--- config.mk ---
export PLATFORM = sky130hd
export DESIGN_NAME = gpio_ctrl_regs
export DESIGN_NICKNAME = d
export VERILOG_FILES = /design/src/source/wb_pkg.sv /design/src/source/pad_pkg.sv /design/src/source/gpio_ctrl_regs.sv
export SDC_FILE = /design/constraint.sdc
export NUM_CORES = 1
export LEC_CHECK = 0
export BUFFER_PORTS_ARGS = -buffer_cell sky130_fd_sc_hd__buf_2
export CELL_PAD_IN_SITES_DETAIL_PLACEMENT = 1
export CELL_PAD_IN_SITES_GLOBAL_PLACEMENT = 1
export CORE_MARGIN = 2
export CORE_UTILIZATION = 40
export CTS_BUF_LIST = sky130_fd_sc_hd__clkbuf_8
export DETAILED_ROUTE_END_ITERATION = 8
export PLACE_DENSITY_LB_ADDON = 0.1
export SYNTH_ARGS = -nofsm -noshare
export SYNTH_HDL_FRONTEND = slang
export SYNTH_SLANG_ARGS = --single-unit
--- constraint.sdc ---
create_clock -name wb_clk_i -period 3.7 [get_ports wb_clk_i]
set_input_delay 0.37 -clock wb_clk_i [delete_from_list [all_inputs] [get_ports wb_clk_i]]
set_output_delay 0.37 -clock wb_clk_i [all_outputs]
set_load 0.02 [all_outputs]
--- src/source/wb_pkg.sv ---
// Wishbone bus widths, address map and decoder target type
// Shared by the bus fabric, every slave and the testbench model
package wb_pkg;

    localparam int WB_AW = 32;
    localparam int WB_DW = 32;
    localparam int WB_SW = 4;   // Byte selects

    // Upper 16 address bits pick a region
    localparam logic [WB_AW-1:0] SRAM_BASE   = 32'h3000_0000;
    localparam logic [WB_AW-1:0] GPIO_BASE   = 32'h3001_0000;
    localparam logic [WB_AW-1:0] TEAM_BASE   = 32'h3002_0000;
    localparam logic [WB_AW-1:0] TEAM_STRIDE = 32'h0001_0000; // One region per team

    typedef enum logic [1:0] {
        TGT_SRAM,
        TGT_GPIO,
        TGT_TEAM,
        TGT_NONE
    } wb_target_e;

    // Read data of the unmapped responder
    localparam logic [WB_DW-1:0] UNMAPPED_DATA = '0;

endpackage

--- src/source/pad_pkg.sv ---
// Pad count and layout of the per-pad team select fields
package pad_pkg;

    localparam int NUM_PADS      = 38;
    localparam int PAD_SEL_W     = 4;   // 0 is no driver, k is team k-1
    localparam int PADS_PER_WORD = 8;
    localparam int PAD_SEL_WORDS = 5;   // Covers 40 fields, top two unused

endpackage

--- src/source/gpio_ctrl_regs.sv ---
// Pad select registers, eight 4-bit team fields per word
// Drives the pad mux directly, so a write shows on the pads at its ack
module gpio_ctrl_regs import wb_pkg::*, pad_pkg::*; (
    input  logic                                wb_clk_i,
    input  logic                                rst_n_i,
    input  logic                                wbs_cyc_i,
    input  logic                                wbs_stb_i,
    input  logic                                wbs_we_i,
    input  logic [WB_SW-1:0]                    wbs_sel_i,
    input  logic [WB_AW-1:0]                    wbs_adr_i,
    input  logic [WB_DW-1:0]                    wbs_dat_i,
    output logic                                wbs_ack_o,
    output logic [WB_DW-1:0]                    wbs_dat_o,
    output logic [NUM_PADS-1:0][PAD_SEL_W-1:0]  pad_sel_o
);
    localparam int WIDX_W = $clog2(PAD_SEL_WORDS);

    logic [PAD_SEL_WORDS-1:0][PADS_PER_WORD-1:0][PAD_SEL_W-1:0] words_q;
    logic [WIDX_W-1:0] widx;
    logic              in_range;
    logic              access;

    assign widx     = wbs_adr_i[WIDX_W+1:2];
    assign in_range = int'(widx) < PAD_SEL_WORDS;
    assign access   = wbs_cyc_i && wbs_stb_i && !wbs_ack_o;

    always_ff @(posedge wb_clk_i) begin
        if (!rst_n_i) begin
            words_q   <= '0;
            wbs_ack_o <= 1'b0;
            wbs_dat_o <= '0;
        end else begin
            wbs_ack_o <= access;
            if (access) begin
                wbs_dat_o <= in_range ? WB_DW'(words_q[widx]) : '0;
                if (wbs_we_i && in_range) begin
                    for (int k = 0; k < PADS_PER_WORD; k++) begin
                        // Fields past the last pad stay 0
                        if (int'(widx) * PADS_PER_WORD + k < NUM_PADS &&
                            wbs_sel_i[k*PAD_SEL_W/8]) begin
                            words_q[widx][k] <= wbs_dat_i[k*PAD_SEL_W +: PAD_SEL_W];
                        end
                    end
                end
            end
        end
    end

    // Pad 0 sits in the low field of word 0
    assign pad_sel_o = (NUM_PADS*PAD_SEL_W)'(words_q);

endmodule

==> impl_metrics.json <==
{
  "worstMarginPinSlew_ns": 1.05,
  "worst_setup_path_start_kind": "register",
  "finalSetupViolations": 0,
  "synthesis.area_sq_um": 9860,
  "numPlacedInstances": 1335,
  "place_congestion": 0.711,
  "cts_resized": 0,
  "synth.distinct_cells": 35,
  "crit_slowest_cell": "nand2_2",
  "drt_iter0_drc": 381,
  "crit_end": "wbs_dat_o[17]",
  "clockBufferDepth": 2,
  "p_leak_nw": 4.95,
  "wire_per_inst_um": 20.6,
  "post_route_cells_drive_above_1_share_pct": 34.6,
  "clk_latency_ns": 0.45,
  "remaining_drc_errors": 0,
  "dr_total_vias": 7114,
  "avgSynthCellArea_sq_um": 9.97,
  "fin_worst_skew_ns": 0.0161,
  "fin_crit_ns": 2.44,
  "maxSlewHeadroom_pct": 30.0,
  "num_io_pins": 258,
  "synth-seq-cells": 193,
  "cp.required_ns": 4.06,
  "reg2reg_from": "wbs_ack_o",
  "max_freq_ghz": 0.410,
  "clock_sinks": 193,
  "fin_crit_sh_pct": 65.9,
  "synth_edf_count": 0,
  "cts_tree": "done",
  "grt_first_pass_wirelength_um": 43500,
  "cts_setup_buffers": 0,
  "synth_top_area_share_pct": 39.2,
  "drt-total-wl_um": 28200,
  "vdd.ir_drop.worst_mv": 0.203,
  "finalSetupTns_ns": 0,
  "yosysWarnings": 0,
  "drv_slew": 0,
  "yosysTopAreaCell": "dfxtp_1",
  "synth_cells": 989,
  "grt_start_max_net_pins": 102,
  "synthTopCellsByArea": "dfxtp_1 39%, mux2i_1 15%, buf_4 12%, nand2_1 8.2%, mux2_2 4.3%",
  "synthArstFlopShare_pct": 0,
  "fillers": 2804,
  "start_util_pct": 40.7,
  "ff2ff_setup_slack_ns": 1.26,
  "cp-startpoint": "wbs_ack_o",
  "grt_pass1_vias": 7247,
  "cp-end-kind": "register",
  "outcome": "finished clean",
  "holdWs_ns": 0.243,
  "std_cell_rows": 57,
  "hpwlAfterDp_um": 18700,
  "total_power_w": 0.00373,
  "fin_nets": 1103,
  "ys.flop_type": "dfxtp_1",
  "critical-path-max-stage-delay_ns": 0.81,
  "cts_max_level": 4,
  "die_area_sq_um": 25900,
  "syn2layout_area_growth_pct": 5.56,
  "rr_endpoint": "wbs_dat_o[17]",
  "hold_viol": 0,
  "grt_antenna_before_repair": 3,
  "core_area_sq_um": 24200,
  "rsz0062_at_grt": "no",
  "die_w_um": 161,
  "synthesis.nets": 1062,
  "final_cell_area_sq_um": 10400,
  "port_buffers": 228,
  "ant_nets": 0,
  "min_path_type": "primary input to register",
  "overflow": 0,
  "seq_area_frac_synth_pct": 39.2,
  "cts_inserted_buffers": 17,
  "grt_usage_pct": 21.6,
  "stdcell_count": 1368,
  "die_height_um": 161,
  "clk_pin_slew_ns": 0.11,
  "cp_cell_sequence": "and3b_1, nand2_2, a221oi_2",
  "maxCapViolCount": 0,
  "avgViaCountPerCell": 5.20,
  "reg2reg_depth": 3,
  "placed_area_sq_um": 10000,
  "powerDensity_nw_per_um2": 359,
  "dr.pass1.iters": 5,
  "critPathKind": "register to register",
  "hold_buffers": 0,
  "crit_fanout": 30,
  "clockRootBuffer": "clkbuf_8",
  "critPathArrivalTime_ns": 2.80,
  "worstHoldStart": "wbs_dat_i[30]"
}
## area by class of cell
| class | instances | area, sq um | share of cell area, % |
|---|---|---|---|
| Inverter | 2 | 7.51 | 0.0721 |
| Tap cell | 324 | 405 | 3.90 |
| Sequential cell | 193 | 3860 | 37.1 |
| Clock inverter | 13 | 119 | 1.14 |
| Antenna cell | 1 | 2.50 | 0.0240 |
| Clock buffer | 19 | 262 | 2.51 |
| Multi-Input combinational cell | 573 | 4460 | 42.9 |
| Timing Repair Buffer | 243 | 1280 | 12.3 |
## synthesized netlist by cell type, types with 12 or more instances
library cell and number:
mux2_2 38, a22oi_1 34, buf_6 12, buf_2 20
a222oi_1 26, mux2i_1 152, dfxtp_1 193, nor2b_1 25
buf_4 160, nand2_1 216, clkbuf_1 27, a221oi_2 20
## cells in the final DEF, fill, tap and decap left out, types with 5 or more instances in the layout
master    count
mux2i_1     152
a222oi_1     26
buf_2       227
nand2_1     215
a221oi_2     20
dfxtp_1     193
buf_4        13
mux2_2       38
nand4_4      11
a221oi_1     10
nor2b_1      24
clkinv_4      5
clkbuf_8     19
and2_1       11
a22oi_1      34
## worst min path at each step
stage / endpoint / cells past startpoint
6_report: pad_sel_o[30] / 3
5_1_grt: pad_sel_o[58] / 3
4_1_cts: pad_sel_o[58] / 3
3_5_place_dp: words_q[155] / 1
3_3_place_gp: words_q[153] / 1
2_1_floorplan: words_q[153] / 1
## registers in the layout (all words and copies together) (netlist names)
| signal | count |
|---|---|
| pad_sel_o | 152 |
| wbs_dat_o | 32 |
| words_q | 8 |
| wbs_ack_o | 1 |
## power breakdown
part	switching [W]	total, W	internal (W)
sequential	0.00000529	0.00209	0.00208
clock	0.000844	0.00137	0.000530
combinational	0.000204	0.000271	0.0000671
total	0.00105	0.00373	0.00268
## routing by layer
| layer | GRT usage (%) | vias up | part of all wire [%] |
|---|---|---|---|
| met1 | 29.6 | 3494 | 47 |
| met3 | 3.98 | 29 | 5.1 |
| met2 | 35.1 | 201 | 46 |
| met5 | 0 | - | 0.071 |
| li1 | - | 3386 | - |
| met4 | 5.97 | 4 | 1.4 |
## critical path: cells and delay by family (launching register included)
kind             cells  cell delay, ns
AND/OR/NAND/NOR      2            1.50
flip-flops           1            0.35
AO/OA/AOI/OAI        1            0.48
## logic make-up (layout without fill, tap and decap cells)
logic type	after synthesis	in the layout	share of synthesized area (%)
buffers and inverters	223	277	15.8
AOI/OAI and AO/OA	99	99	9.81
and+or+nand+nor	284	284	15.4
DFF	193	193	39.2
muxes	190	190	19.8
other	0	1	0
## through the flow
step                      setup WS (ns)  utilization [%]
after floorplan                    2.15                -
after global placement             1.03             41.3
after detailed placement          0.995             41.3
after CTS                          1.24             42.9
after global routing               1.09             42.9
final                              1.26             42.9
Note: power is estimated with default switching activity, not from simulation.
