[config.mk]
export PLATFORM = sky130hd
export DESIGN_NAME = wb_arbiter
export DESIGN_NICKNAME = d
export VERILOG_FILES = /design/src/source/wb_pkg.sv /design/src/source/wb_arbiter.sv
export SDC_FILE = /design/constraint.sdc
export NUM_CORES = 1
export LEC_CHECK = 0
export CAP_MARGIN = 20
export CELL_PAD_IN_SITES_DETAIL_PLACEMENT = 2
export CELL_PAD_IN_SITES_GLOBAL_PLACEMENT = 2
export CORE_AREA = 2 2 124 126
export DETAILED_ROUTE_END_ITERATION = 10
export DIE_AREA = 0 0 126 128
export DONT_BUFFER_PORTS = 1
export PLACE_DENSITY = 0.48
export SETUP_SLACK_MARGIN = 0.5
export SYNTH_ARGS = -nofsm -noshare
export SYNTH_HDL_FRONTEND = slang
export SYNTH_SLANG_ARGS = --single-unit
[constraint.sdc]
create_clock -name wb_clk_i -period 1.5 [get_ports wb_clk_i]
set_input_delay 0.225 -clock wb_clk_i [delete_from_list [all_inputs] [get_ports wb_clk_i]]
set_output_delay 0.225 -clock wb_clk_i [all_outputs]
set_load 0.05 [all_outputs]
[src/source/wb_pkg.sv]
// Wishbone bus widths, address map and decoder target type
// Shared by the bus fabric, every slave and the testbench model
package wb_pkg;

    localparam int WB_AW = 32;
    localparam int WB_DW = 32;
    localparam int WB_SW = 4;   // Byte selects

    // Upper 16 address bits pick a region
    localparam logic [WB_AW-1:0] SRAM_BASE   = 32'h3000_0000;
    localparam logic [WB_AW-1:0] GPIO_BASE   = 32'h3001_0000;
    localparam logic [WB_AW-1:0] TEAM_BASE   = 32'h3002_0000;
    localparam logic [WB_AW-1:0] TEAM_STRIDE = 32'h0001_0000; // One region per team

    typedef enum logic [1:0] {
        TGT_SRAM,
        TGT_GPIO,
        TGT_TEAM,
        TGT_NONE
    } wb_target_e;

    // Read data of the unmapped responder
    localparam logic [WB_DW-1:0] UNMAPPED_DATA = '0;

endpackage

[src/source/wb_arbiter.sv]
// Two-manager Wishbone arbiter with a registered round-robin grant
// Host and aux requests are muxed onto one bus by the grant
module wb_arbiter import wb_pkg::*; (
    input  logic             wb_clk_i,
    input  logic             rst_n_i,
    input  logic             host_cyc_i,
    input  logic             host_stb_i,
    input  logic             host_we_i,
    input  logic [WB_SW-1:0] host_sel_i,
    input  logic [WB_AW-1:0] host_adr_i,
    input  logic [WB_DW-1:0] host_dat_i,
    output logic             host_ack_o,
    output logic [WB_DW-1:0] host_dat_o,
    input  logic             aux_cyc_i,
    input  logic             aux_stb_i,
    input  logic             aux_we_i,
    input  logic [WB_SW-1:0] aux_sel_i,
    input  logic [WB_AW-1:0] aux_adr_i,
    input  logic [WB_DW-1:0] aux_dat_i,
    output logic             aux_ack_o,
    output logic [WB_DW-1:0] aux_dat_o,
    output logic             m_cyc_o,
    output logic             m_stb_o,
    output logic             m_we_o,
    output logic [WB_SW-1:0] m_sel_o,
    output logic [WB_AW-1:0] m_adr_o,
    output logic [WB_DW-1:0] m_dat_o,
    input  logic             m_ack_i,
    input  logic [WB_DW-1:0] m_dat_i
);
    typedef enum logic [1:0] {
        ARB_IDLE,
        ARB_HOST,
        ARB_AUX
    } arb_state_e;

    arb_state_e state_q, state_d;
    logic       aux_sel;

    // Grant moves only once the owner has dropped cyc
    always_comb begin
        state_d = state_q;
        case (state_q)
            ARB_IDLE: begin
                if (host_cyc_i) begin
                    state_d = ARB_HOST;
                end else if (aux_cyc_i) begin
                    state_d = ARB_AUX;
                end
            end
            ARB_HOST: if (!host_cyc_i) state_d = aux_cyc_i ? ARB_AUX : ARB_IDLE;
            ARB_AUX:  if (!aux_cyc_i) state_d = host_cyc_i ? ARB_HOST : ARB_IDLE;
            default:  state_d = ARB_IDLE;
        endcase
    end

    always_ff @(posedge wb_clk_i) begin
        if (!rst_n_i) begin
            state_q <= ARB_IDLE;
        end else begin
            state_q <= state_d;
        end
    end

    assign aux_sel = (state_q == ARB_AUX);

    // Nothing reaches the bus while idle
    assign m_cyc_o = aux_sel ? aux_cyc_i : (state_q == ARB_HOST) && host_cyc_i;
    assign m_stb_o = aux_sel ? aux_stb_i : (state_q == ARB_HOST) && host_stb_i;
    assign m_we_o  = aux_sel ? aux_we_i  : host_we_i;
    assign m_sel_o = aux_sel ? aux_sel_i : host_sel_i;
    assign m_adr_o = aux_sel ? aux_adr_i : host_adr_i;
    assign m_dat_o = aux_sel ? aux_dat_i : host_dat_i;

    assign host_ack_o = (state_q == ARB_HOST) && m_ack_i;
    assign host_dat_o = (state_q == ARB_HOST) ? m_dat_i : '0;
    assign aux_ack_o  = aux_sel && m_ack_i;
    assign aux_dat_o  = aux_sel ? m_dat_i : '0;

endmodule

==> results.md <==
- Finish-stage setup viols: 137
- Synth Register Bits: 2
- Post-synthesis sequential area ratio: 0.02812
- Post-synth ARST share: 0
- Power share of the sequential group: 0.031
- Hold Crit Start: rst_n_i
- Post-synth EDFFs: 0
- Hold Crit Class: input port to flop
- Rel. slew slack: 0.8769
- Largest register by flop count: state_q
- GPL Wtd Cong: 0.7482
- Placed cell areas: 2053 µm²
- Avg WL per Cell: 22.63 µm
- Post-Syn Area: 1424 µm²
- Max reg flops: 2
- Top cells by count, synth: and2_1 (66), mux2_2 (59), mux2_4 (10)
- Combinational fraction of design power: 0.750
- Sw power: approximately 1 mW
- Die ar.: 16130 µm²
- Hold depth: 1
- Initial Utilization: 0.09579
- WHS Endpoint: state_q[1]
- Area of the core: 14860 µm²
- Area leader, netlist: mux2_2
- Crit path DAT: 1450 ps
- Crit start category: flop
- Internal power: 0.8981 mW
- Fin crit share: 1.118
- Max-cap violations: 0
- Final WL: 8485 µm
- H-Tree Depth: 1
- Clock Sinks: 2
- Post-DP HPWL: just under 6000 µm
- DRT Pass-1 Iters: 2
- FF-to-FF Start: state_q[1]
- Final ANT Viol Nets: 0
- Clock Latency Late Sink: 220 ps
- Layout area overhead: 98.07%
- Final worst path period need: 1677 ps
- Max Freq: 596.2 MHz
- Root Buffer: clkbuf_16
- Status: finished, violations left
- CTS clock-pin slew for the worst setup and hold paths: 30 ps
- Post-synth net total: 338
- TritonCTS clock tree: built
- Design area: 2820 µm²
- Clock power frac: 0.219
- Reg2Reg Setup Slack: roughly 200 ps
- Most common cell in the synthesized netlist: and2_1
- First-pass GRT wire length: 9446 µm
- ANT cells: 0
- Post-Place Setup Slack: -127.4 ps
- Synth top area share: 0.4666
- Yosys cell types: 16
- Via count of the first global-routing pass: 1563
- Cells along the critical path: nand2b_4 -> buf_16 -> clkbuf_16 -> mux2_4
- CTS Buf Count: 3
- Via density: 3.912
- Cells on worst reg2reg path: 6
- Setup Skew: 0.4842 ps
- Crit path max fanout: 6
- Slowest library cell on the worst path: mux2_4
- I/O pins: around 310
- Max clock buf depth: 2
- Routed via count: 1467
- Initial DRC Count: 23
- Top_reg_cell synth: dfxtp_1
- Layout cells sized above 1: 0.9733
- GRT Util Overall: 0.07769
- Power after layout: 1.903 mW
- Maximum number of pins on one net before global-route repair: 19
- Switching Fraction: 0.5279
- DRC errors left: 0
- Reg2reg end: state_q[1]
- YS warnings: 0
- RSZ-0062 raised after global routing: yes
- Remaining Overflow, GRT: 0
- Post-Synthesis Cells: between 150 and 200
- Initial antenna violation count: 0
- Final hold violations: 0
- Hold-fix buffers at CTS: 0
- Die Y: 128 µm
- Failing checks: setup timing
- Required time of the critical path: about 1300 ps
- Worst slew pin tran: 184.2 ps
- Largest regs: state_q: 2 flops
- Setup ws final: -177.2 ps
- Nets: 365
- Top area cells in the synthesized netlist: mux2_2 (47%), and2_1 (29%), mux2_4 (11%), dfxtp_1 (2.8%), buf_2 (1.8%)
- Num rows: between 40 and 50
- Slew Limit Fails: 0
- Die width: 126 µm
- VDD IR-drop max: about 0.00040 V
- P_leak: 1.417 nW
- Setup crit end kind: output pin
- Synth Area per Inst: about 9 µm²
- PwrDens: 674.6 nW/µm²
- Final Util: 0.1897
- CP peak stage delay: 390 ps
- I/O Buffers: 0
- Type of the worst setup path: flop to output pin
[cells by family (layout without fill, tap and decap cells)]
| logic type | count (synthesis) | count (layout) | share of synthesized area |
|---|---|---|---|
| buffers and inverters | 15 | 41 | 0.06678 |
| AOI/OAI and AO/OA | 4 | 4 | 0.02285 |
| DFF | 2 | 2 | 0.02812 |
| and+or+nand+nor | 71 | 71 | 0.3102 |
| muxes | 69 | 69 | 0.5721 |
[repair_timing]
action	CTS	global route
cloned	10	8
setup endpoints to repair	138	138
hold endpoints to repair	0	0
resized for setup	29	3
pin swaps	25	10
buffers inserted	9	3
[power by group through the flow]
stage / Clock [mW] / Combinational, mW / Sequential (mW)
after detailed placement: 0 / 1.22 / 0.0590
after global placement: 0 / 1.22 / 0.0586
final: 0.417 / 1.43 / 0.0587
after CTS: 0.427 / 1.38 / 0.0586
after global routing: 0.434 / 1.46 / 0.0589
after floorplan: 0 / 1.17 / 0.0596
[worst max-delay path: cells and delay by family, from the launching register on]
kind	cells	cell delay [ps]
buf+inv	2	330
flops	1	310
mux	1	390
simple gates	1	180
[cell usage in the layout (no fill, tap or decap), types with 2 or more instances in the layout]
cell type	instances
a22o_4	2
and2_4	66
buf_12	5
buf_16	11
buf_4	5
buf_6	6
buf_8	2
clkbuf_16	10
mux2_4	69
nor2b_4	2
[how the worst max path moves through the flow]
stage	start	slack, ps	depth (start not counted)	to
2_1_floorplan	state_q[0]	80	5	m_dat_o[21]
3_3_place_gp	state_q[0]	-80	4	m_adr_o[4]
5_1_grt	state_q[0]	-230	5	host_dat_o[27]
4_1_cts	state_q[0]	-190	4	m_sel_o[0]
3_5_place_dp	state_q[0]	-130	4	m_adr_o[9]
6_report	state_q[0]	-180	4	m_we_o
[routing by layer]
layer,GRT usage,wire length (µm),vias to the layer above
li1,-,-,610
met1,0.07644,2595,681
met2,0.1711,5085,176
met3,0.01085,803,0
met4,0.009696,0,0
met5,0,0,-
[area by class of cell]
cell class | count | area [µm²]
clock buffers | 4 | 78.83
fillers | 1650 | 12040
multi-input cells | 144 | 1715
flip-flops and latches | 2 | 45.04
well taps | 188 | 235.2
repair buffers | 37 | 745.7
[through the flow]
stage / hold WS [ps] / std cells / setup TNS (ps)
floorplan: 348.2 / 161 / 0
global placement: 361.1 / 341 / -1884
detailed placement: 356.2 / 341 / -2756
CTS: 132.7 / 364 / -18030
global route: 137.1 / 375 / -25490
finish: 144.2 / 375 / -19320
Note: power is estimated with default switching activity, not from simulation.
