`config.mk`:
```
export PLATFORM = sky130hd
export DESIGN_NAME = gpio_mux
export DESIGN_NICKNAME = d
export VERILOG_FILES = /design/src/source/pad_pkg.sv /design/src/source/gpio_mux.sv
export SDC_FILE = /design/constraint.sdc
export NUM_CORES = 1
export LEC_CHECK = 0
export CORE_AREA = 8 8 141 143
export DETAILED_ROUTE_END_ITERATION = 8
export DIE_AREA = 0 0 149 151
export DONT_BUFFER_PORTS = 1
export GPL_TIMING_DRIVEN = 1
export PLACE_DENSITY_LB_ADDON = 0.15
export SETUP_SLACK_MARGIN = 0.15
export SKIP_LAST_GASP = 1
export SYNTH_ARGS = -nofsm -noshare
export SYNTH_HDL_FRONTEND = slang
export SYNTH_SLANG_ARGS = --single-unit
```
`constraint.sdc`:
```
create_clock -name vclk -period 0.8
set_clock_uncertainty 0.05 [all_clocks]
set_input_delay 0.12 -clock vclk [all_inputs]
set_output_delay 0.12 -clock vclk [all_outputs]
set_load 0.01 [all_outputs]
```
`src/source/pad_pkg.sv`:
```
// Pad count and layout of the per-pad team select fields
package pad_pkg;

    localparam int NUM_PADS      = 38;
    localparam int PAD_SEL_W     = 4;   // 0 is no driver, k is team k-1
    localparam int PADS_PER_WORD = 8;
    localparam int PAD_SEL_WORDS = 5;   // Covers 40 fields, top two unused

endpackage

```
`src/source/gpio_mux.sv`:
```
// Per-pad pick of one team's out and oeb by the select fields
// Unselected or out-of-range pads are driven low with output disabled
module gpio_mux import pad_pkg::*; #(
    parameter int NUM_TEAMS = 2
) (
    input  logic [NUM_PADS-1:0][PAD_SEL_W-1:0]  pad_sel_i,
    input  logic [NUM_TEAMS-1:0][NUM_PADS-1:0]  team_out_i,
    input  logic [NUM_TEAMS-1:0][NUM_PADS-1:0]  team_oeb_i,
    output logic [NUM_PADS-1:0]                 io_out_o,
    output logic [NUM_PADS-1:0]                 io_oeb_o
);
    int unsigned sel;

    always_comb begin
        io_out_o = '0;
        io_oeb_o = '1;  // Active low enable
        for (int p = 0; p < NUM_PADS; p++) begin
            sel = pad_sel_i[p];
            if (sel != 0 && sel <= NUM_TEAMS) begin
                io_out_o[p] = team_out_i[sel-1][p];
                io_oeb_o[p] = team_oeb_i[sel-1][p];
            end
        end
    end

endmodule

```
==> results.sh, run 1 <==
export IMPL_status="finished clean"
export IMPL_slew_violations=0
export IMPL_syn_num_nets=570
export IMPL_hold_start="pad_sel_i[107]"
export IMPL_synthMuxAreaShare_pct=0
export IMPL_finalCriticalPeriod_ns=0.717
export IMPL_dr_first_iter_drc_count=36
export IMPL_holdPathStages=2
export IMPL_worst_hold_slack_ns=0.283
export IMPL_crit_path_end_kind="output port"
export IMPL_power_switching_uw=343
export IMPL_pwr_share_clk_pct=0
export IMPL_gp_congestion=0.793
export IMPL_slowest_stage="nor3b_4"
export IMPL_hold_path_end="io_oeb_o[26]"
export IMPL_grt_max_degree=5
export IMPL_grt_overflow_total=0
export IMPL_antenna_found_initial=0
export IMPL_synth_seq_area_share_pct=0
export IMPL_sw_frac_of_total_pct=42.5
export IMPL_critical_path_max_fanout=4
export IMPL_clkbuf_count=0
export IMPL_via_per_inst=4.63
export IMPL_wirelength_mm=9.70
export IMPL_crit_chain="nor3b_4 > o21ai_1 > buf_4"
export IMPL_internal_power_uw=463
export IMPL_worstPathArrival_ns=0.55
export IMPL_pwr_share_seq_pct=0
export IMPL_setup_violations=0
export IMPL_grt_pass1_wl_mm=12.3
export IMPL_die_area_sq_um=22500
export IMPL_drv_cap=0
export IMPL_path_class="in -> out"
export IMPL_fin_nets=575
export IMPL_track_usage_pct=6.29
export IMPL_post_cts_setup_buffers=0
export IMPL_io_buffers=0
export IMPL_ios=380
export IMPL_rows=49
export IMPL_drt_wirelength_per_cell_um=19.5
export IMPL_period_share_pct=89.6
export IMPL_die_h_um=151
export IMPL_worstMarginPinSlew_ns=0.240
export IMPL_synthAdderAreaFrac_pct=0
export IMPL_startpoint="pad_sel_i[8]"
export IMPL_synth_top_family_by_area="simple AND/OR/NAND/NOR gates"
export IMPL_drive_above_1_share_pct=61.0
export IMPL_peakVddDrop_mv=0.108
export IMPL_seqCellArea_sq_um=0
export IMPL_rsz0062_at_grt="true"
export IMPL_hpwl_mm=8.50
export IMPL_synth_xor_area_share_pct=0
export IMPL_critPathTopFamily="simple AND/OR/NAND/NOR gates"
export IMPL_core_sq_um=17700
export IMPL_timing_hold_violations_final=0
export IMPL_drc=0
export IMPL_fin_setup_tns_ns=0
export IMPL_slowest_delay_ns=0.18
export IMPL_grt_pass1_vias=2623
export IMPL_drt_pass1_iterations=4
export IMPL_synth_compound_area_share_pct=27.0
export IMPL_dr_total_vias=2305
export IMPL_netlist_instances=266
export IMPL_ys_types=5
export IMPL_cts_hold_buf=0
export IMPL_crit_buf_inv=1
export IMPL_holdCritPathClass="in -> out"
export IMPL_die_w_um=149
export IMPL_power_frac_comb_pct=100.0
export IMPL_seq_cells=0
export IMPL_slew_headroom_pct=84.0
export IMPL_diodes=0
export IMPL_synth_area_sq_um=1760
export IMPL_final_core_util_pct=16.7
export IMPL_synthSimpleGateAreaFrac_pct=73.0
export IMPL_avgSynthCellArea_sq_um=6.61
export IMPL_ant_nets=0
export IMPL_synthToLayoutAreaGrowth_pct=67.4
export IMPL_worstPathRequired_ns=0.63
export IMPL_start_util_pct=9.96
export IMPL_startpoint_type="primary input"
export IMPL_clock_fmax_mhz=1390
export IMPL_power_density_nw_per_um2=274
export IMPL_ys_warn_count=0
export IMPL_power_leakage_nw=0.594
## layout by cell type, fill, tap and decap left out, drive strengths merged
master   n
nand3b  76
nor3b   76
o21ai   38
a21boi  38
nor2    38
buf      3
## layout make-up
class / count / area (sq um)
multi-input combinational: 266 / 2640
tap: 229 / 287
timing repair buffer: 3 / 22.5
fill: 1975 / 14700
## cell usage after synthesis (all sizes together)
master,count,area [sq um]
nor2,38,143
o21ai,38,190
nor3b,76,571
nand3b,76,571
a21boi,38,285
## repair_timing
action / 4_1_cts / 5_1_grt
cloned: 0 / 0
gates resized for setup: 63 / 90
pin swaps: 36 / 29
endpoints found under the setup margin: 53 / 70
## logic make-up (layout without fill, tap and decap cells)
logic type	count (synthesis)	after routing
buffers and inverters	0	3
and+or+nand+nor	190	190
AOI/OAI and AO/OA	76	76
## worst max path at each step
stage,to,cells after the start,slack (ns)
floorplan,io_out_o[0],2,0.18
global placement,io_oeb_o[8],2,0.08
detailed placement,io_oeb_o[23],3,0.06
CTS,io_oeb_o[2],3,0.07
global route,io_oeb_o[23],3,0.005
finish,io_oeb_o[2],3,0.08
## through the flow
stage	worst slack [ns]	total power [mW]	area, sq um	std cells
after floorplan	0.177	0.521	1900	266
after global placement	0.0758	0.580	2210	498
after detailed placement	0.0627	0.586	2210	498
after CTS	0.0740	0.678	2510	498
after global routing	0.00479	0.864	2950	498
final	0.0829	0.806	2950	498
## power groups by stage
stage | Clock [mW] | Combinational, mW | Sequential, mW
final | 0 | 0.806 | 0
after global routing | 0 | 0.864 | 0
after CTS | 0 | 0.678 | 0
after detailed placement | 0 | 0.586 | 0
after global placement | 0 | 0.580 | 0
after floorplan | 0 | 0.521 | 0
## metal layers
metal	share of wire (%)	vias up	track usage, %	routed length (um)
met5	0	-	0	0
met4	0.78	0	0.606	76
met3	16	4	2.87	1570
met2	61	222	14.8	5920
met1	22	1046	4.17	2140
li1	-	1033	-	-
No activity file was read; power rests on OpenSTA's default activity.
==> inputs of run 2 (changes only) <==
--- a/config.mk
+++ b/config.mk
@@ -5,6 +5,8 @@
 export SDC_FILE = /design/constraint.sdc
 export NUM_CORES = 1
 export LEC_CHECK = 0
+export CELL_PAD_IN_SITES_DETAIL_PLACEMENT = 0
+export CELL_PAD_IN_SITES_GLOBAL_PLACEMENT = 1
 export CORE_AREA = 8 8 141 143
 export DETAILED_ROUTE_END_ITERATION = 8
 export DIE_AREA = 0 0 149 151
==> results.sh, run 2 (synthesis results as in run 1) <==
export IMPL_drc=0
export IMPL_via_per_inst=4.52
export IMPL_ant_nets=0
export IMPL_start_util_pct=9.96
export IMPL_worstPathArrival_ns=0.54
export IMPL_drv_cap=0
export IMPL_clkbuf_count=0
export IMPL_drive_above_1_share_pct=62.3
export IMPL_final_core_util_pct=16.7
export IMPL_gp_congestion=0.753
export IMPL_peakVddDrop_mv=0.0933
export IMPL_rsz0062_at_grt="true"
export IMPL_wirelength_mm=9.72
export IMPL_critical_path_max_fanout=4
export IMPL_seqCellArea_sq_um=0
export IMPL_status="finished clean"
export IMPL_antenna_found_initial=0
export IMPL_finalCriticalPeriod_ns=0.711
export IMPL_layout_commonest_cell="nand3b_1"
export IMPL_rows=49
export IMPL_path_class="in -> out"
export IMPL_setup_violations=0
export IMPL_grt_pass1_vias=2564
export IMPL_place_area_sq_um=2200
export IMPL_drt_pass1_iterations=3
export IMPL_dr_first_iter_drc_count=26
export IMPL_worstMarginPinSlew_ns=0.246
export IMPL_io_buffers=0
export IMPL_hpwl_mm=8.89
export IMPL_startpoint_type="primary input"
export IMPL_core_sq_um=17700
export IMPL_dr_total_vias=2248
export IMPL_fin_setup_tns_ns=0
export IMPL_cts_hold_buf=0
export IMPL_clock_fmax_mhz=1410
export IMPL_post_cts_setup_buffers=0
export IMPL_die_area_sq_um=22500
export IMPL_die_w_um=149
export IMPL_synthToLayoutAreaGrowth_pct=67.5
export IMPL_final_cell_mix="nand3b_1 (76), nor3b_2 (64), o21ai_2 (35)"
export IMPL_seq_cells=0
export IMPL_fin_area_sq_um=2950
export IMPL_diodes=0
export IMPL_track_usage_pct=6.39
export IMPL_power_leakage_nw=0.591
export IMPL_ios=380
export IMPL_grt_max_degree=5
export IMPL_grt_overflow_total=0
export IMPL_period_share_pct=88.9
export IMPL_crit_path_end_kind="output port"
export IMPL_timing_hold_violations_final=0
export IMPL_drt_wirelength_per_cell_um=19.6
export IMPL_die_h_um=151
export IMPL_slew_violations=0
export IMPL_holdCritPathClass="in -> out"
export IMPL_power_density_nw_per_um2=272
export IMPL_slew_headroom_pct=83.5
export IMPL_worstPathRequired_ns=0.63
export IMPL_grt_pass1_wl_mm=12.4
export IMPL_fin_nets=574
[run 2: changes by cell type in the layout (fill, tap and decap cells not counted)]
cell | previous run | this run
nor3b_2 | 61 | 64
nor2_1 | 15 | 13
nor2_2 | 23 | 25
nor3b_1 | 11 | 9
buf_4 | 3 | 2
nor3b_4 | 4 | 3
[run 2: critical path, cell delays in order]
cell     delay, ns
nor3b_4       0.13
o21ai_2       0.15
buf_4         0.14
[run 2: path summary, 6_finish.rpt]
path / from / endpoint / slack (ns) / cells past startpoint
worst max-delay path: pad_sel_i[52] / io_oeb_o[13] / 0.09 / 3
worst min-delay path: pad_sel_i[14] / io_oeb_o[3] / 0.28 / 2
[run 2: where the power goes]
part	internal, mW	leakage (nW)	switching (mW)
Sequential	0	0	0
Clock	0	0	0
Combinational	0.462	0.591	0.340
[run 2: through the flow]
step	std cells	total power [mW]	setup slack (ns)	hold WS, ns
floorplan	266	0.521	0.177	0.326
finish	497	0.803	0.0888	0.284
global placement	497	0.582	0.0571	0.334
detailed placement	497	0.590	0.0424	0.337
global route	497	0.859	0.0708	0.291
CTS	497	0.684	0.0437	0.296
[run 2: final cells by class]
cell class	count	area [sq um]
Timing Repair Buffer	2	15.0
Multi-Input combinational cell	266	2650
Tap cell	229	287
Fill cell	1996	14700
[run 2: what timing repair did]
item                                    in CTS  in global routing
gates cloned                                 0                  0
gates resized for setup                     64                 92
endpoints found under the setup margin      64                 70
pin swaps                                   46                 26
[run 2: layer usage]
layer	share of wire, %	global-route usage, %	vias to the layer above
met5	0	0	-
met4	0.072	0	0
met3	13	2.54	2
met2	64	15.3	180
met1	23	4.43	1029
li1	-	-	1037
