**src/source/wb_pkg.sv**
```systemverilog
// Wishbone bus widths, address map and decoder target type
// Shared by the bus fabric, every slave and the testbench model
package wb_pkg;

    localparam int WB_AW = 32;
    localparam int WB_DW = 32;
    localparam int WB_SW = 4;   // Byte selects

    // Upper 16 address bits pick a region
    localparam logic [WB_AW-1:0] SRAM_BASE   = 32'h3000_0000;
    localparam logic [WB_AW-1:0] GPIO_BASE   = 32'h3001_0000;
    localparam logic [WB_AW-1:0] TEAM_BASE   = 32'h3002_0000;
    localparam logic [WB_AW-1:0] TEAM_STRIDE = 32'h0001_0000; // One region per team

    typedef enum logic [1:0] {
        TGT_SRAM,
        TGT_GPIO,
        TGT_TEAM,
        TGT_NONE
    } wb_target_e;

    // Read data of the unmapped responder
    localparam logic [WB_DW-1:0] UNMAPPED_DATA = '0;

endpackage

```
**src/source/wb_decoder.sv**
```systemverilog
// Address decoder: routes strobes to one peripheral and muxes its reply
// Index 0 is SRAM, 1 is GPIO control, 2 upward are the teams
module wb_decoder import wb_pkg::*; #(
    parameter int NUM_TEAMS = 2
) (
    input  logic                            wb_clk_i,
    input  logic                            rst_n_i,
    input  logic                            m_cyc_i,
    input  logic                            m_stb_i,
    input  logic                            m_we_i,
    input  logic [WB_SW-1:0]                m_sel_i,
    input  logic [WB_AW-1:0]                m_adr_i,
    input  logic [WB_DW-1:0]                m_dat_i,
    output logic                            m_ack_o,
    output logic [WB_DW-1:0]                m_dat_o,
    output logic [NUM_TEAMS+1:0]            p_cyc_o,
    output logic [NUM_TEAMS+1:0]            p_stb_o,
    output logic                            p_we_o,
    output logic [WB_SW-1:0]                p_sel_o,
    output logic [WB_AW-1:0]                p_adr_o,
    output logic [WB_DW-1:0]                p_dat_o,
    input  logic [NUM_TEAMS+1:0]            p_ack_i,
    input  logic [NUM_TEAMS+1:0][WB_DW-1:0] p_dat_i
);
    localparam int PW = $clog2(NUM_TEAMS + 2);

    wb_target_e       tgt_d, tgt_q;
    logic [PW-1:0]    pidx_d, pidx_q;
    logic [WB_AW-1:0] team_off;
    logic             req;
    logic             none_ack_q;

    assign req      = m_cyc_i && m_stb_i;
    assign team_off = (m_adr_i - TEAM_BASE) >> $clog2(TEAM_STRIDE);

    always_comb begin
        tgt_d  = TGT_NONE;
        pidx_d = '0;
        if (m_adr_i[WB_AW-1:16] == SRAM_BASE[WB_AW-1:16]) begin
            tgt_d = TGT_SRAM;
        end else if (m_adr_i[WB_AW-1:16] == GPIO_BASE[WB_AW-1:16]) begin
            tgt_d  = TGT_GPIO;
            pidx_d = PW'(1);
        end else if (m_adr_i >= TEAM_BASE && team_off < NUM_TEAMS) begin
            tgt_d  = TGT_TEAM;
            pidx_d = PW'(team_off + 2);
        end
    end

    always_comb begin
        p_cyc_o = '0;
        p_stb_o = '0;
        if (tgt_d != TGT_NONE) begin
            p_cyc_o[pidx_d] = m_cyc_i;
            p_stb_o[pidx_d] = req;
        end
    end

    assign p_we_o  = m_we_i;
    assign p_sel_o = m_sel_i;
    assign p_adr_o = m_adr_i;
    assign p_dat_o = m_dat_i;

    always_ff @(posedge wb_clk_i) begin
        if (!rst_n_i) begin
            tgt_q      <= TGT_NONE;
            pidx_q     <= '0;
            none_ack_q <= 1'b0;
        end else begin
            none_ack_q <= req && (tgt_d == TGT_NONE) && !none_ack_q; // Writes dropped
            if (req) begin
                tgt_q  <= tgt_d;
                pidx_q <= pidx_d;
            end
        end
    end

    assign m_ack_o = (tgt_q == TGT_NONE) ? none_ack_q : p_ack_i[pidx_q];
    assign m_dat_o = (tgt_q == TGT_NONE) ? UNMAPPED_DATA : p_dat_i[pidx_q];

endmodule

```
**config.mk**
```make
export PLATFORM = sky130hd
export DESIGN_NAME = wb_decoder
export DESIGN_NICKNAME = d
export VERILOG_FILES = /design/src/source/wb_pkg.sv /design/src/source/wb_decoder.sv
export SDC_FILE = /design/constraint.sdc
export NUM_CORES = 1
export LEC_CHECK = 0
export BUFFER_PORTS_ARGS = -buffer_cell sky130_fd_sc_hd__buf_2
export CAP_MARGIN = 20
export CELL_PAD_IN_SITES_DETAIL_PLACEMENT = 1
export CELL_PAD_IN_SITES_GLOBAL_PLACEMENT = 2
export CORE_MARGIN = 10
export CORE_UTILIZATION = 12
export DETAILED_ROUTE_END_ITERATION = 6
export PLACE_DENSITY = 0.79
export SYNTH_ARGS = -nofsm -noshare
export SYNTH_HDL_FRONTEND = slang
export SYNTH_SLANG_ARGS = --single-unit
```
**constraint.sdc**
```tcl
create_clock -name wb_clk_i -period 2.5 [get_ports wb_clk_i]
set_input_delay 0.25 -clock wb_clk_i [delete_from_list [all_inputs] [get_ports wb_clk_i]]
set_output_delay 0.25 -clock wb_clk_i [all_outputs]
set_load 0.02 [all_outputs]
```
==> metrics, run 1 <==
grt ovf 0; Final Net Count about 560; asr flop ratio synth 0%; Synth Instances 209; DR pass1 iterations 4; Core Area ~0.016 mm²; NetSw approximately 0.20 mW; startpoint types input port; Port Buf Inserts roughly 210; Leakage 1.35 nW; Final Hold Fails 0; Total Wirelength ~10000 µm; Worst Slack Setup Final 0.0870 ns; layout cells sized above 1 about 76%; slowest stage cell, crit path or4bb_4; Reg power frac between 10% and 20%; mux contribution to synthesized area 37.9%; Final Cycle Share 96.5%; DP Worst Slack about 0.050 ns; Tot GR Track Use 8.61%; register bit total from synthesis 5; Placer Congestion 0.846; Clock power frac 40.1%; Hold Path Class in -> reg; largest net degree at the start of global routing 24; initial antenna violation count 0; post-synth cell types 36; Setup CP Type in -> out; minimum clock period 2.41 ns; Final ANT Viol Nets 0; WL met1 around 3700 µm; crit-path cells buf_2 -> inv_1 -> ha_1 -> or4bb_4 -> or4_1 -> and4_2 -> nor3_1 -> buf_2; post-synthesis xor/xnor area fraction less than 1%; Inst Count DP about 570; Wirelength per Cell between 15 and 20 µm; status complete, no violations; Clock Path Buffers 2; post-DP HPWL between 9000 and 10000 µm; # setup viols final 0; Filler cells 2009; max_cap viols 0; CTS tree done; Worst Skew 0 ns; VDD IR max ~0.14 mV; Reg clk slew, reported paths about 0.030 ns; vias after detailed routing roughly 2200; wire length on met3 approximately 1300 µm; pwr dens 227 mW/mm²; fmax approximately 410 MHz; WL met2 around 5200 µm; Simple-Gate Fraction of Synth Area ~22%; latest clock arrival within the worst-skew pair 0.23 ns; final non-filler cell total 570; r2r setup slk between 1 and 1.5 ns; Mapped Nets just over 400; post-synthesis adder-cell area fraction 0.628%; area grow syn2layout 46.0%; DIE AREA 0.0222 mm²; I/O pin cnt roughly 320; dominant synthesized flop cell dfxtp_1; vias in the first global route 2702; die span in x 149 µm; drt drc 0; EDFF count, synth 0; Worst Path Arrival approximately 2.2 ns; Rel. slew slack 62.2%; Comb pwr share 47.3%; register area share after synthesis just over 5%; row count between 40 and 50; Sw Ratio 30.5%; vias per inst roughly 3.9; largest family of logic cells by synthesized area multiplexers; final slew viol count 0; Top Layer Used met4; Pint 0.460 mW; Critical Path Max Stage Delay about 0.45 ns; Num CTS Buffers 3; crit path max fanout 8; Synth Area in Compound Gates about 4.2%; Die H between 100 and 150 µm; Final TNS setup 0 ns; Synth Area per Inst around 9.5 µm²; Final Util approximately 18%; H-tree depth 1; CTS Hold Bufs 0; worst-margin pin slew between 0.5 and 0.6 ns; Worst Path Required ~2.3 ns; first-pass GRT wire length 15100 µm; Syn. warnings 0; CP endpoint kind output port; netlist area before placement 0.00199 mm²; Initial Util 12.1%; most numerous cell on the critical path buf_2; clock root cell clkbuf_16; Initial DRC Count 36; CTS sink count 5
Yosys cell counts, types with 2 or more instances:
| library cell | n | area (µm²) |
|---|---|---|
| nand2_1 | 6 | 22.5 |
| o21ai_0 | 3 | 15.0 |
| buf_2 | 3 | 15.0 |
| nor3_1 | 5 | 25.0 |
| or4_1 | 2 | 15.0 |
| nand4_1 | 2 | 12.5 |
| nand3_1 | 5 | 25.0 |
| clkbuf_1 | 8 | 30.0 |
| dfxtp_1 | 5 | 100 |
| buf_4 | 69 | 518 |
| o31a_1 | 2 | 17.5 |
| o31ai_1 | 2 | 15.0 |
| mux4_2 | 33 | 743 |
| nor2b_1 | 32 | 200 |
| nand3b_1 | 2 | 15.0 |
| and2b_2 | 2 | 17.5 |
| nor2_1 | 4 | 15.0 |
| inv_1 | 5 | 18.8 |
| nor4_1 | 2 | 12.5 |
cells by family (layout without fill, tap and decap cells):
group	after synthesis	after routing
flip-flops	5	5
adder cells (fa/ha/maj)	1	1
XOR/XNOR	1	1
buffers and inverters	86	226
AND/OR/NAND/NOR	71	71
multiplexers	34	34
AO/OA/AOI/OAI	11	11
other	0	1
final cells by class:
cell class	count	area (µm²)	area share [%]
inverter	5	18.8	0.645
timing repair buffer	217	1130	38.7
antenna	1	2.50	0.0860
clock buffer	4	78.8	2.71
tap	220	275	9.46
multi-input combinational	118	1310	44.9
sequential	5	103	3.53
per-stage QoR:
step           power (mW)  hold WS (ns)  instance area (µm²)
2_1_floorplan       0.360         0.322                 1990
3_3_place_gp        0.389         0.443                 2820
3_5_place_dp        0.403         0.463                 2820
4_1_cts             0.672         0.272                 2900
5_1_grt             0.700         0.285                 2910
6_report            0.661         0.271                 2910
timing repair:
action	in CTS	in global routing
endpoints found under the setup margin	0	2
resized for setup	0	4
setup buffers	0	0
critical path, delay by kind of cell:
family	cells	cell delay (ns)
and+or+nand+nor	4	1.35
buffers and inverters	3	0.37
adders and majority gates	1	0.19
power by group through the flow:
stage	logic (mW)	registers, mW	clock network [mW]
2_1_floorplan	0.276	0.0835	0
3_3_place_gp	0.305	0.0845	0
3_5_place_dp	0.318	0.0846	0
4_1_cts	0.319	0.0835	0.270
5_1_grt	0.342	0.0837	0.275
6_report	0.313	0.0833	0.265
sequential cells by signal, indices dropped and copies added, names as in the netlist:
signal and flops:
pidx_q 2, tgt_q 2, none_ack_q 1
final timing paths:
path,start,to,depth (start not counted)
setup / recovery,m_adr_i[17],p_stb_o[3],8
hold / removal,rst_n_i,tgt_q[1],2
setup reg to reg,pidx_q[0],pidx_q[0],3
hold reg to reg,tgt_q[1],tgt_q[1],2
layout by cell type (no fill, tap or decap), drive strengths merged, types with 2 or more instances in the layout:
master	netlist	final
buf	73	217
mux4	33	33
nor2b	32	32
nand2	6	6
inv	5	5
nand3	5	5
nor3	5	5
dfxtp	5	5
nor2	4	4
clkbuf	8	4
o21ai	3	3
or4	3	3
nand3b	2	2
nor4	2	2
nand4	2	2
and2b	2	2
and2	2	2
o31a	2	2
o31ai	2	2
per-layer routing:
| metal | up-vias | global-route usage [%] |
|---|---|---|
| met5 | - | 0 |
| met4 | 0 | 2.85 |
| met3 | 31 | 4.37 |
| met2 | 151 | 15.7 |
| met1 | 1034 | 8.18 |
| li1 | 981 | - |
Power figures use the tool's default switching activity.
==> run 2, diff against run 1 <==
==> constraint.sdc (replaced) <==
create_clock -name wb_clk_i -period 2.5 [get_ports wb_clk_i]
set_input_delay 0 -clock wb_clk_i [delete_from_list [all_inputs] [get_ports wb_clk_i]]
set_output_delay 0 -clock wb_clk_i [all_outputs]
set_load 0.02 [all_outputs]
==> run 2 against run 1 <==
Against the previous run: combinational power down 2%; clock skew unchanged; final area down 1.8%; first-iteration DRC count up 22%; flip-flop and latch count unchanged; worst setup slack better by 0.46 ns; fmax up 23%; core utilization down 0.31 points; count of clock-buffer cells in the layout unchanged; total power down 0.57%; sequential power about the same.
==> metrics, run 2 (synthesized netlist as in run 1, its figures left out) <==
largest net degree at the start of global routing 24 (unchanged); CTS Hold Bufs 0 (unchanged); WHS 0.00000775 ns (-0.271 ns); Clock Path Buffers 2 (unchanged); # setup viols final 0 (unchanged); layout cells sized above 1 74.7% (-0.94 points); Final ANT Viol Nets 0 (unchanged); Initial Util 12.1% (unchanged); CTS tree done; Pwr Total 0.658 mW (-0.57%); Final Util 17.4% (-0.31 points); design area 0.00286 mm² (-1.8%); Pint 0.458 mW (-0.41%); DIE AREA 0.0222 mm² (unchanged); Final Net Count 551 (-0.90%); Comb pwr share 46.7% (-0.6 points); Initial DRC Count 44 (+22%); clock root cell clkbuf_16; vias per inst 3.80 (-1.3%); most frequent cells in the layout 208 x buf_2, 33 x mux4_2, 32 x nor2b_1; Die H 149 µm (unchanged); CTS resizes 0 (unchanged); Worst Skew 0 ns (unchanged); Hold Path Class in -> out; Worst Slack Setup Final 0.545 ns (+0.458 ns); Worst Path Arrival 1.96 ns (-0.20 ns); die span in x 149 µm (unchanged); CP endpoint kind output port; drt drc 0 (unchanged); first-pass GRT wire length 14700 µm (-2.2%); Total Wirelength 10200 µm (-2.7%); Tot GR Track Use 8.38% (-0.23 points); final slew viol count 0 (unchanged); row count 47 (unchanged); Reg power frac 12.7% (about the same); Placement Cell Area 0.00278 mm² (-1.3%); Largest regs pidx_q x2, tgt_q x2, none_ack_q x1; fmax 511 MHz (+23%); Sw Ratio 30.4% (-0.11 points); I/O pin cnt 315 (unchanged); Setup CP Type reg -> out; Clock power frac 40.6% (+0.5 points); most common cell after layout, fill and taps aside buf_2; NetSw 0.200 mW (-0.93%); startpoint types flop; post-CTS setup buffers 0 (unchanged); Inst Count DP 560 (-0.88%); vias in the first global route 2550 (-5.6%); minimum clock period 1.96 ns (-0.458 ns); Wirelength per Cell 18.0 µm (-1.7%); area grow syn2layout 43.5%; Leakage 1.33 nW (-1.8%); status complete, no violations; VDD IR max 0.149 mV (+9.2%); CTS sink count 5 (unchanged); worst-margin pin slew 0.528 ns (-0.0397 ns); Final TNS setup 0 ns (unchanged); H-tree depth 1 (unchanged); Rel. slew slack 64.8% (+2.6 points); Final Hold Fails 0 (unchanged); vias after detailed routing 2145 (-2.4%); initial antenna violation count 0 (unchanged); slowest stage cell, crit path dfxtp_2; Core Area 0.0164 mm² (unchanged); post-DP HPWL 9200 µm (-2.8%); Num CTS Buffers 3 (unchanged); Worst Path Required 2.50 ns (+0.25 ns); Ant. Diodes 0 (-1); crit path max fanout 23 (+15); DP Worst Slack 0.547 ns (+0.497 ns); crit-path cells buf_12 -> mux4_2 -> nor2b_1 -> buf_2; pwr dens 230 mW/mm² (+1.2%); Reg clk slew, reported paths 0.03 ns (about the same); Port Buf Inserts 208 (unchanged); DR pass1 iterations 4 (unchanged); latest clock arrival within the worst-skew pair 0.23 ns (about the same); Final Cycle Share 78.2% (-18 points); Critical Path Max Stage Delay 0.57 ns (+0.12 ns); final non-filler cell total 564 (-1.1%); Placer Congestion 0.837 (-1.0%); RSZ-0062 raised after global routing false; max_cap viols 0 (unchanged); grt ovf 0 (unchanged)
-- run 2: cell types whose count changed in the layout (fill, tap and decap cells not counted) --
| cell | delta |
|---|---|
| and4_1 | +1 |
| diode_2 | -1 |
| nor3_2 | -1 |
| nor3_1 | +1 |
| buf_4 | -7 |
| and4_2 | -1 |
| buf_2 | +2 |
-- run 2: worst max-delay path, delay by kind of cell, from the launching register on --
family                 cells  cell delay [ns]
DFF                        1             0.57
muxes                      1             0.55
buffers and inverters      2             0.43
and+or+nand+nor            1             0.15
-- run 2: worst paths after layout --
kind	cells after the start	slack [ns]	start	end
hold / removal	0	0.000008	m_dat_i[5]	p_dat_o[5]
hold reg to reg	2	0.46	tgt_q[1]	tgt_q[1]
setup reg to reg	4	1.35	pidx_q[0]	pidx_q[0]
setup / recovery	4	0.54	pidx_q[0]	m_dat_o[13]
-- run 2: power groups by stage --
stage | Sequential, mW | Clock [mW] | Combinational [mW]
floorplan | 0.0835 | 0 | 0.276
finish | 0.0833 | 0.267 | 0.307
global placement | 0.0845 | 0 | 0.304
detailed placement | 0.0846 | 0 | 0.314
CTS | 0.0835 | 0.271 | 0.315
global route | 0.0839 | 0.275 | 0.336
-- run 2: routing by layer --
layer,track usage [%],wire length (µm),vias up
li1,-,-,966
met3,4.07,1200,25
met2,14.6,4920,151
met4,2.75,212,0
met5,0,0,-
met1,8.68,3820,1003
-- run 2: final cells by class --
class | count | area [µm²]
flip-flops and latches | 5 | 103
fillers | 2013 | 13500
inverters | 5 | 18.8
clock buffers | 4 | 78.8
well taps | 220 | 275
repair buffers | 212 | 1080
multi-input cells | 118 | 1300
